==> src/isa_pkg.sv <==
package isa_pkg;

    localparam int XLEN = 32;

    // which unit class executes the entry
    typedef enum logic {
        FU_ALU  = 1'b0,
        FU_MULT = 1'b1
    } fu_class_e;

    typedef enum logic [2:0] {
        ALU_ADD = 3'd0,
        ALU_SUB = 3'd1,
        ALU_AND = 3'd2,
        ALU_OR  = 3'd3,
        ALU_XOR = 3'd4,
        ALU_SLL = 3'd5,
        ALU_SRL = 3'd6,
        ALU_SLT = 3'd7  // signed compare
    } alu_func_e;

    typedef enum logic [2:0] {
        MULT_MUL    = 3'd0, // low word
        MULT_MULH   = 3'd1, // signed x signed, high word
        MULT_MULHSU = 3'd2, // signed x unsigned, high word
        MULT_MULHU  = 3'd3  // unsigned x unsigned, high word
    } mult_func_e;

    // same three bits, read according to the unit class
    typedef union packed {
        alu_func_e  alu;
        mult_func_e mult;
    } func_u;

endpackage
==> src/ooo_pkg.sv <==
package ooo_pkg;

    import isa_pkg::*;

    localparam int N         = 2; // dispatch width and bus width
    localparam int PRN_WIDTH = 6;

    // word is a value when ready, else a tag in the low bits
    typedef struct packed {
        logic            ready;
        logic [XLEN-1:0] word;
    } operand_t;

    typedef struct packed {
        logic                 valid;
        fu_class_e            fu;
        func_u                func;
        operand_t             op1;
        operand_t             op2;
        logic [PRN_WIDTH-1:0] dest_prn;
    } rs_entry_t;

    // slot 0 is the older instruction
    typedef struct packed {
        rs_entry_t [N-1:0] entries;
    } dispatch_packet_t;

    // operands are always values once issued
    typedef struct packed {
        logic                 valid;
        func_u                func;
        logic [XLEN-1:0]      op1;
        logic [XLEN-1:0]      op2;
        logic [PRN_WIDTH-1:0] dest_prn;
    } fu_packet_t;

    typedef struct packed {
        logic                 valid;
        logic [PRN_WIDTH-1:0] dest_prn;
        logic [XLEN-1:0]      value;
    } cdb_packet_t;

endpackage

==> src/cdb_arbiter.sv <==
`timescale 1ns/1ps

module cdb_arbiter
    import ooo_pkg::*;
#(
    parameter int NUM_ALU = 2
)(
    input  logic                      clock,
    input  logic                      reset,
    input  cdb_packet_t [NUM_ALU:0]   results,
    output logic [NUM_ALU:0]          grant,
    output cdb_packet_t [N-1:0]       cdb
);

    localparam int UNITS     = NUM_ALU + 1;
    localparam int PTR_WIDTH = (UNITS > 1) ? $clog2(UNITS) : 1;

    logic [PTR_WIDTH-1:0] ptr;
    logic [PTR_WIDTH-1:0] next_ptr;
    logic [UNITS-1:0]     req;

    always_comb begin
        for (int u = 0; u < UNITS; u++) begin
            req[u] = results[u].valid;
        end
    end

    // walk units from ptr, fill bus slots in grant order
    always_comb begin
        int idx;
        int slot;
        grant    = '0;
        cdb      = '0;
        next_ptr = ptr;
        slot     = 0;
        for (int k = 0; k < UNITS; k++) begin
            idx = int'(ptr) + k;
            if (idx >= UNITS) begin
                idx = idx - UNITS;
            end
            if (req[idx] && slot < N) begin
                grant[idx] = 1'b1;
                cdb[slot]  = results[idx];
                slot       = slot + 1;
                next_ptr   = (idx == UNITS - 1) ? '0 : PTR_WIDTH'(idx + 1);
            end
        end
    end

    always_ff @(posedge clock) begin
        if (reset) begin
            ptr <= '0;
        end else begin
            ptr <= next_ptr;
        end
    end

    // a losing unit must hold its result unchanged
    for (genvar u = 0; u < UNITS; u++) begin : g_hold
        assert property (@(posedge clock) disable iff (reset)
            results[u].valid && !grant[u] |=> results[u].valid && $stable(results[u]));
    end

endmodule

==> config.mk <==
export PLATFORM = sky130hd
export DESIGN_NAME = cdb_arbiter
export DESIGN_NICKNAME = d
export VERILOG_FILES = /design/src/isa_pkg.sv /design/src/ooo_pkg.sv /design/src/cdb_arbiter.sv
export SDC_FILE = /design/constraint.sdc
export NUM_CORES = 1
export LEC_CHECK = 0
export ABC_AREA = 0
export BUFFER_PORTS_ARGS = -buffer_cell sky130_fd_sc_hd__buf_2
export CAP_MARGIN = 10
export CORE_ASPECT_RATIO = 1.75
export CORE_UTILIZATION = 40
export CTS_CLUSTER_DIAMETER = 40
export DETAILED_ROUTE_END_ITERATION = 10
export GPL_TIMING_DRIVEN = 0
export PLACE_DENSITY = 0.81
export RECOVER_POWER = 50
export REMOVE_ABC_BUFFERS = 1
export SLEW_MARGIN = 20
export SYNTH_ARGS = -nofsm -noshare
export SYNTH_HDL_FRONTEND = slang
export SYNTH_SLANG_ARGS = --single-unit
export TNS_END_PERCENT = 10
==> constraint.sdc <==
create_clock -name clock -period 2.7 [get_ports clock]
set_input_delay 0.27 -clock clock [delete_from_list [all_inputs] [get_ports clock]]
set_output_delay 0.27 -clock clock [all_outputs]
set_load 0.02 [all_outputs]
==> metrics <==
Hold/Removal Path Class=in -> reg; Seq/Total Area, Yosys=0.009801; reg2reg start=ptr[0]$_SDFFE_PP0P_; Worst-Margin Slew=0.6212 ns; H-tree depth=1; Net Sw Power=~5.2 mW; TritonCTS clock tree=built; peak supply drop=0.001146 V; sequential power share=0.006; share of layout cells above drive strength 1=0.4351; Hold Vio Cnt, Final=0; CP Launch Type=flip-flop; R2R cell count=12; largest cells by area after synthesis=mux2i_1 (20%), a21oi_1 (12%), o211ai_1 (7.5%), nor2_1 (7.4%), nand2_1 (4.9%); Die ar.=0.01064 mm²; Final Util=0.6848; Clock Skew=0.004872 ns; initial core utilization=0.4122; power per cell area=1422 mW/mm²; Sw Ratio=0.5424; antenna violations before repair=2; ys async rst share=0; failing checks=negative setup slack; Reg clk slew, reported paths=0.03 ns; Min-Delay Path Depth=2; synthesized area per cell=6.393 µm²; R2R Path End=ptr[0]$_SDFFE_PP0P_; Total Wirelength=20.77 mm; final period utilization=1.071; First-pass DRT Iterations=5; Clk Latency, worst-skew pair=0.23 ns; Worst EP required=2.43 ns; Logic pwr share=0.970; Layout Nets=975; max_slew headroom=0.5850; Top Registers=ptr (2); Fmax=345.8 MHz; Max Cap Viol=0; gp weighted congestion=between 0.8 and 0.9; Yosys top cell area share=0.2034; hold_ws=0.2391 ns; vias=6441; # IOs=200; Port Buffers=199; remaining antenna violation count after routing=0; Worst setup EP type=output pin; Final Worst Setup Slack=-0.1922 ns; Largest Register=ptr; setup violators final=79; clk root buf=clkbuf_16; DRC Markers=0; Cell variety after synth=37; #FFs+latches synth=2; wire length of the first global-routing pass=~31 mm; area grow syn2layout=66.13%; post-synthesis cell count=roughly 640; hold_sp=reset; min cycle time layout=2.892 ns; Syn. warnings=0; DP Worst Slack=-2.530 ns; PnR Total Power=9.650 mW; dpl hpwl=around 11 mm; clock buffer count from CTS=3; largest net degree at the start of global routing=53; cell taking the most area after synthesis=mux2i_1; vias in the first global route=6123; Clk pwr share=0.024; P_leak=around 3.0 nW; number of synthesized flops with an enable pin=0; R2R setup slack=around 0.33 ns; WP data arrival=2.62 ns; number of cell rows=48; max reg flops=2; Post-synth top flop=dfxtp_1; Core Area=0.009910 mm²; Netlist Area Pre-Place=0.004085 mm²; Max Buffers Root-to-Sink=2; die height=135.7 µm; unrepaired setup endpoints after global routing=yes; Crit Path Class=reg -> out; wire per inst=21.33 µm; status=finished with violations; cell internal pwr=4.416 mW; Congestion Overflow GR=0; GRT Total Usage=0.3726; Iter 0 DRT Violations=between 600 and 700; Die Width=78.40 µm; max-slew violation count=0; routed vias/inst=6.613; worst hold endpoint=ptr[0]$_SDFFE_PP0P_; CP max FO=5; clk sinks=2
through the flow:
stage          cell area [µm²]  cells  setup TNS, ns
6_report                  6787    974         -9.377
5_1_grt                   6787    974         -15.81
4_1_cts                   6405    971         -3.705
3_5_place_dp              5180    899        -146.43
3_3_place_gp              4851    889        -511.96
2_1_floorplan             3699    565        -335.29
power groups by stage:
stage	clock [mW]	sequential, mW	combinational, mW
4_1_cts	0.228	0.0572	8.42
6_report	0.227	0.0580	9.36
3_3_place_gp	0	0.0489	5.68
3_5_place_dp	0	0.0544	6.44
5_1_grt	0.231	0.0590	9.86
2_1_floorplan	0	0.0474	4.53
Yosys cell counts, types with 4 or more instances:
| cell type | n |
|---|---|
| nor2b_1 | 21 |
| a221oi_1 | 8 |
| ha_1 | 6 |
| inv_1 | 6 |
| and2_1 | 21 |
| buf_6 | 4 |
| mux2i_1 | 83 |
| buf_2 | 24 |
| o22ai_1 | 21 |
| a221oi_2 | 10 |
| nor2_1 | 80 |
| nand3_1 | 10 |
| nand4_1 | 7 |
| a32o_1 | 10 |
| o221ai_1 | 22 |
| nand2_1 | 53 |
| o211ai_1 | 41 |
| buf_4 | 13 |
| o21ai_0 | 32 |
| clkbuf_1 | 29 |
| a21oi_2 | 10 |
| nand3b_1 | 4 |
| o21ai_1 | 4 |
| a21oi_1 | 101 |
| buf_1 | 4 |
metal layers:
metal,GRT usage,part of all wire,up-vias
li1,-,-,2853
met1,0.4140,0.35,2961
met2,0.6647,0.51,495
met3,0.05387,0.082,130
met4,0.2140,0.062,2
met5,0,0.00063,-
worst max-delay path, cell delays in order (launching register included):
cell        delay, ns
dfxtp_4          0.35
inv_4            0.04
ha_4             0.23
buf_16           0.13
mux2i_4          0.18
o21ai_4          0.22
ha_4             0.19
clkinvlp_4       0.11
and2_4           0.17
buf_12           0.13
a21oi_4          0.18
clkbuf_16        0.18
a32o_1           0.13
buf_4            0.14
area by class of cell:
type,instances,area [µm²]
multi-input cells,562,4088
fillers,781,3123
repair buffers,274,2361
well taps,125,156.4
clock buffers,3,75.07
inverters,7,58.81
flip-flops and latches,2,45.04
diodes,1,2.502
timing repair:
item / CTS / global route
pin swaps: 23 / 25
gates resized for setup: 102 / 97
endpoints found under the hold margin: 0 / 0
hold buffers: 0 / 0
gates cloned: 14 / 0
setup buffers: 56 / 2
setup endpoints to repair: 83 / 81
how the worst max path moves through the flow:
stage                                    from  cells past startpoint  endpoint
after detailed placement  ptr[0]$_SDFFE_PP0P_                     11    cdb[0]
after global placement    ptr[1]$_SDFFE_PP0P_                      8   cdb[51]
after global routing      ptr[1]$_SDFFE_PP0P_                     13   cdb[76]
after floorplan           ptr[0]$_SDFFE_PP0P_                      8   cdb[46]
final                     ptr[0]$_SDFFE_PP0P_                     13   cdb[55]
after CTS                 ptr[0]$_SDFFE_PP0P_                     13   cdb[69]
cell families after synthesis:
kind of cell	Yosys count	share of synthesized area
compound gates	268	0.4429
fa+ha+maj	6	0.01838
buf+inv	81	0.1011
flops	2	0.009801
mux	83	0.2034
simple gates	199	0.2245
placed cells by master (no fill, tap or decap), types with 9 or more instances in the layout:
cell      instances
a21oi_1         100
mux2i_1          81
and2_1           20
buf_6            31
nand2_1          52
nor2_1           79
a21oi_2          11
o22ai_2          10
o22ai_1          11
o21ai_0          29
nor2b_1          18
buf_4            90
o221ai_2         18
buf_2           124
buf_16           10
nand3_1           9
a221oi_2         10
o211ai_1         41
No activity file was read; power rests on OpenSTA's default activity.
