<file path="config.mk">
export PLATFORM = sky130hd
export DESIGN_NAME = mult_unit
export DESIGN_NICKNAME = d
export VERILOG_FILES = /design/src/isa_pkg.sv /design/src/ooo_pkg.sv /design/src/mult_unit.sv
export SDC_FILE = /design/constraint.sdc
export NUM_CORES = 2
export LEC_CHECK = 0
export BUFFER_PORTS_ARGS = -buffer_cell sky130_fd_sc_hd__clkbuf_2
export CELL_PAD_IN_SITES_DETAIL_PLACEMENT = 1
export CELL_PAD_IN_SITES_GLOBAL_PLACEMENT = 2
export CORE_MARGIN = 4
export CORE_UTILIZATION = 32
export CTS_CLUSTER_DIAMETER = 30
export CTS_CLUSTER_SIZE = 10
export DETAILED_ROUTE_END_ITERATION = 8
export PLACE_DENSITY_LB_ADDON = 0.3
export RECOVER_POWER = 25
export SLEW_MARGIN = 10
export SYNTH_ARGS = -nofsm -noshare
export SYNTH_HDL_FRONTEND = slang
export SYNTH_SLANG_ARGS = --single-unit
</file>
<file path="constraint.sdc">
create_clock -name clock -period 7.1 [get_ports clock]
set_input_delay 0.355 -clock clock [delete_from_list [all_inputs] [get_ports clock]]
set_output_delay 0.355 -clock clock [all_outputs]
set_load 0.01 [all_outputs]
</file>
<file path="src/isa_pkg.sv">
package isa_pkg;

    localparam int XLEN = 32;

    // which unit class executes the entry
    typedef enum logic {
        FU_ALU  = 1'b0,
        FU_MULT = 1'b1
    } fu_class_e;

    typedef enum logic [2:0] {
        ALU_ADD = 3'd0,
        ALU_SUB = 3'd1,
        ALU_AND = 3'd2,
        ALU_OR  = 3'd3,
        ALU_XOR = 3'd4,
        ALU_SLL = 3'd5,
        ALU_SRL = 3'd6,
        ALU_SLT = 3'd7  // signed compare
    } alu_func_e;

    typedef enum logic [2:0] {
        MULT_MUL    = 3'd0, // low word
        MULT_MULH   = 3'd1, // signed x signed, high word
        MULT_MULHSU = 3'd2, // signed x unsigned, high word
        MULT_MULHU  = 3'd3  // unsigned x unsigned, high word
    } mult_func_e;

    // same three bits, read according to the unit class
    typedef union packed {
        alu_func_e  alu;
        mult_func_e mult;
    } func_u;

endpackage
</file>
<file path="src/ooo_pkg.sv">
package ooo_pkg;

    import isa_pkg::*;

    localparam int N         = 2; // dispatch width and bus width
    localparam int PRN_WIDTH = 6;

    // word is a value when ready, else a tag in the low bits
    typedef struct packed {
        logic            ready;
        logic [XLEN-1:0] word;
    } operand_t;

    typedef struct packed {
        logic                 valid;
        fu_class_e            fu;
        func_u                func;
        operand_t             op1;
        operand_t             op2;
        logic [PRN_WIDTH-1:0] dest_prn;
    } rs_entry_t;

    // slot 0 is the older instruction
    typedef struct packed {
        rs_entry_t [N-1:0] entries;
    } dispatch_packet_t;

    // operands are always values once issued
    typedef struct packed {
        logic                 valid;
        func_u                func;
        logic [XLEN-1:0]      op1;
        logic [XLEN-1:0]      op2;
        logic [PRN_WIDTH-1:0] dest_prn;
    } fu_packet_t;

    typedef struct packed {
        logic                 valid;
        logic [PRN_WIDTH-1:0] dest_prn;
        logic [XLEN-1:0]      value;
    } cdb_packet_t;

endpackage

</file>
<file path="src/mult_unit.sv">
`timescale 1ns/1ps

module mult_unit
    import isa_pkg::*, ooo_pkg::*;
#(
    parameter int MULT_STAGES = 3
)(
    input  logic        clock,
    input  logic        reset,
    input  fu_packet_t  packet,
    input  logic        grant,
    output cdb_packet_t result,
    output logic        avail
);

    typedef struct packed {
        logic                 high;    // take upper word at the end
        logic [PRN_WIDTH-1:0] tag;
        logic [2*XLEN-1:0]    product;
    } stage_t;

    logic                     a_sign;
    logic                     b_sign;
    logic [2*XLEN-1:0]        a_ext;
    logic [2*XLEN-1:0]        b_ext;
    stage_t                   stage_in;
    logic [MULT_STAGES-1:0]   stage_valid;
    stage_t [MULT_STAGES-1:0] stages;
    logic                     stall;

    // extend per function, then one 64-bit product
    assign a_sign = (packet.func.mult != MULT_MULHU) && packet.op1[XLEN-1];
    assign b_sign = (packet.func.mult == MULT_MUL || packet.func.mult == MULT_MULH)
                    && packet.op2[XLEN-1];
    assign a_ext  = {{XLEN{a_sign}}, packet.op1};
    assign b_ext  = {{XLEN{b_sign}}, packet.op2};

    assign stage_in = '{
        high:    packet.func.mult != MULT_MUL,
        tag:     packet.dest_prn,
        product: a_ext * b_ext
    };

    assign stall = stage_valid[MULT_STAGES-1] && !grant; // whole pipe freezes
    assign avail = !stall;

    always_ff @(posedge clock) begin
        if (reset) begin
            stage_valid <= '0;
        end else if (!stall) begin
            stage_valid[0] <= packet.valid;
            for (int s = 1; s < MULT_STAGES; s++) begin
                stage_valid[s] <= stage_valid[s-1];
            end
        end
        if (!stall) begin
            stages[0] <= stage_in;
            for (int s = 1; s < MULT_STAGES; s++) begin
                stages[s] <= stages[s-1];
            end
        end
    end

    assign result.valid    = stage_valid[MULT_STAGES-1];
    assign result.dest_prn = stages[MULT_STAGES-1].tag;
    assign result.value    = stages[MULT_STAGES-1].high ?
                             stages[MULT_STAGES-1].product[2*XLEN-1:XLEN] :
                             stages[MULT_STAGES-1].product[XLEN-1:0];

    // station must respect back-pressure
    assert property (@(posedge clock) disable iff (reset) packet.valid |-> avail);

endmodule

</file>
==> impl_metrics.csv <==
group,metric,value,unit
logic_synthesis,synth_area_leader_cell,"fa_1",
floorplanning,die_x,381.6,um
cells_and_area,fin_nets,6489,
placement,numPortBuffers,116,
drt,drc,0,
cells_and_area,drive_gt1_share,23.41,%
floorplanning,num_rows,136,
clock_network,clk-insertion-delay-late,500,ps
clock_network,cts_made_buffers,35,
drt,drt_wl_total,144.3,mm
cells_and_area,finalNonFillerCells,6963,
logic_synthesis,ys_warn_count,0,
logic_synthesis,syn-num-nets,5858,
cells_and_area,syn2layout_area_growth,25.74,%
logic_synthesis,ys_types,64,
floorplanning,die_y,381.6,um
clock_network,cts_tree,"yes",
logic_synthesis,synth.cell_area,44660,um2
sta,drv_slew,0,
grt,antenna_found_initial,5,
worst_setup_path,criticalPathCategory,"primary input to flip-flop",
clock_network,cts_max_level,2,
clock_network,cts.clk_slew.worst_paths,50,ps
worst_setup_path,worstPathMaxFanout,8,
worst_setup_path,crit_path_end_kind,"flip-flop",
logic_synthesis,ys_seq_elements,216,
hold_path,hp-class,"primary input to flip-flop",
drt,drt_iter0_drc,1478,
grt,grt_start_max_net_pins,154,
logic_synthesis,synth_ff_type,"edfxtp_1",
sta,post-route-period-util,102.5,%
drt,dr.pass1.iters,7,
worst_setup_path,critPathLaunchType,"primary input",
drt,num_vias,31659,
sta,slew_headroom,30.46,%
worst_setup_path,cp.required,7330,ps
grt,grt_first_pass_wirelength,220.0,mm
clock_network,cts_max_path_buffers,3,
sta,max_freq,137.4,MHz
drt,routedWlPerCell,20.72,um
grt,overflow,0,
logic_synthesis,syn_area_per_cell,10.05,um2
grt,grtUsageTotal,19.71,%
placement,place_inst,6806,
sta,hold_viol_final,0,
sta,setup_ws,-178.5,ps
placement,routabilityCongestion,0.8529,
worst_setup_path,r2r_setup_slack,4570,ps
logic_synthesis,synthArstFlopShare,0,%
logic_synthesis,ys_seq_area_share,14.46,%
outcome,status,"finished, violations left",
clock_network,clock_sinks,216,
floorplanning,fp.coreArea,138000,um2
logic_synthesis,synth_edf_count,213,
outcome,violations,"negative setup slack",
cells_and_area,antennaDiodeCount,0,
logic_synthesis,netlist_instances,4444,
logic_synthesis,synthTopCellsByArea,"fa_1 50%, edfxtp_1 14%, inv_1 9.3%, nand2_1 6.7%, ha_1 5.9%",
worst_setup_path,critPathArrivalTime,7500,ps
floorplanning,dieArea,145600,um2
floorplanning,ios,117,
placement,hpwl,124.0,mm
job,maxCapViolCount,0,
logic_synthesis,synth_top_area_share,50.43,%
sta,worstMarginPinSlew,1043,ps
floorplanning,start_util,32.36,%
sta,setup_violations,7,
sta,rsz0062_at_grt,"true",
sta,min_period,7278,ps
grt,grt_pass1_vias,36469,
drt,drtAntennaViolNets,0,
sta,clock_skew,17.44,ps
clock_network,cts-root-buf,"clkbuf_16",
drt,via_per_inst,4.547,
[per-layer routing]
layer | part of all wire [%] | wire [um] | vias up | track usage, %
met5 | 0.024 | 34 | - | 0
met3 | 3.3 | 4807 | 122 | 1.849
met1 | 45 | 64660 | 16991 | 26.93
met4 | 2.0 | 2910 | 6 | 3.275
li1 | - | - | 14130 | -
met2 | 50 | 71840 | 410 | 34.62
[area by class of cell]
class,instances,area (um2)
inverter,1102,4159
timing repair buffer,825,7612
tap,1863,2331
fill,15433,81850
multi-input combinational,2895,34480
clock buffer,41,919.6
sequential,216,6456
clock inverter,21,191.4
[stage by stage]
step	hold slack [ps]	setup WS (ps)	utilization (%)	area, um2	TNS (ps)
global route	37.32	-378.3	40.69	56150	-3806
floorplan	400.3	-321.5	-	44950	-1879
detailed placement	405.2	-1063	37.99	52430	-26480
global placement	400.3	-954.1	37.99	52430	-23520
finish	47.91	-178.5	40.69	56150	-658.7
CTS	25.05	-137.5	39.68	54760	-407.2
[critical path: stages]
cell        delay [ps]
buf_8               80
nand2_4             40
o21a_4             270
and2_4             170
fa_1               580
fa_1               470
fa_2               600
clkinvlp_4         150
buf_6              160
buf_6              110
fa_2               570
fa_1               430
fa_2               590
fa_2               490
fa_1               560
inv_2               50
ha_4               160
a21o_1             170
a21o_1             160
a21oi_2            170
o21ai_1             80
a221o_1            350
a31oi_2            190
o211a_1            180
o21a_1             160
and3_1             170
a311oi_2            40
[Yosys cell counts (13+ instances only)]
library cell,number
nand2_1,793
xor2_1,22
inv_1,1102
o21ai_1,19
nand4_1,13
mux2_2,32
a21o_1,17
edfxtp_1,213
nor2_1,65
a21oi_1,71
clkbuf_1,213
and2_1,317
o21ai_0,23
ha_1,212
fa_1,1125
xnor2_1,54
[worst paths after layout]
check,startpoint,to,depth (start not counted)
hold reg to reg,stages[48],stages[119],0
setup / recovery,packet[70],stages[63],27
setup reg to reg,stage_valid[2],stages[1],3
hold / removal,packet[3],stages[67],1
[cell families (layout without fill, tap and decap cells)]
| family | after synthesis | after routing | synth area share, % |
|---|---|---|---|
| AO/OA/AOI/OAI | 199 | 199 | 2.875 |
| buffers and inverters | 1333 | 1989 | 11.28 |
| XOR/XNOR | 76 | 76 | 1.491 |
| adder cells (fa/ha/maj) | 1337 | 1337 | 56.37 |
| AND/OR/NAND/NOR | 1249 | 1249 | 12.67 |
| multiplexers | 34 | 34 | 0.8517 |
| flip-flops | 216 | 216 | 14.46 |
[repair_timing]
action	CTS	global route
gates resized for setup	185	232
setup endpoints to repair	26	31
buffers inserted	41	56
pin swaps	145	157
hold buffers	0	0
cloned	4	4
hold endpoints to repair	0	0
[sequential cells by signal, summed over array words and instances (netlist names)]
| register | flops |
|---|---|
| stages | 207 |
| stage_valid | 3 |
| result | 6 |
[cells in the final DEF, fill, tap and decap left out, drive strengths merged, types with 9 or more instances in the layout]
cell / n
a21o: 17
a21oi: 71
a31oi: 13
and2: 317
buf: 714
clkbuf: 149
clkinv: 11
clkinvlp: 9
edfxtp: 213
fa: 1125
ha: 212
inv: 1101
mux2: 32
nand2: 793
nand3: 9
nand4: 13
nor2: 65
nor3: 12
o21ai: 43
o21bai: 12
or2: 10
xnor2: 54
xor2: 22
Power is not shown: default switching activity piles up to over one toggle a cycle in this logic, so the estimate is an artifact.
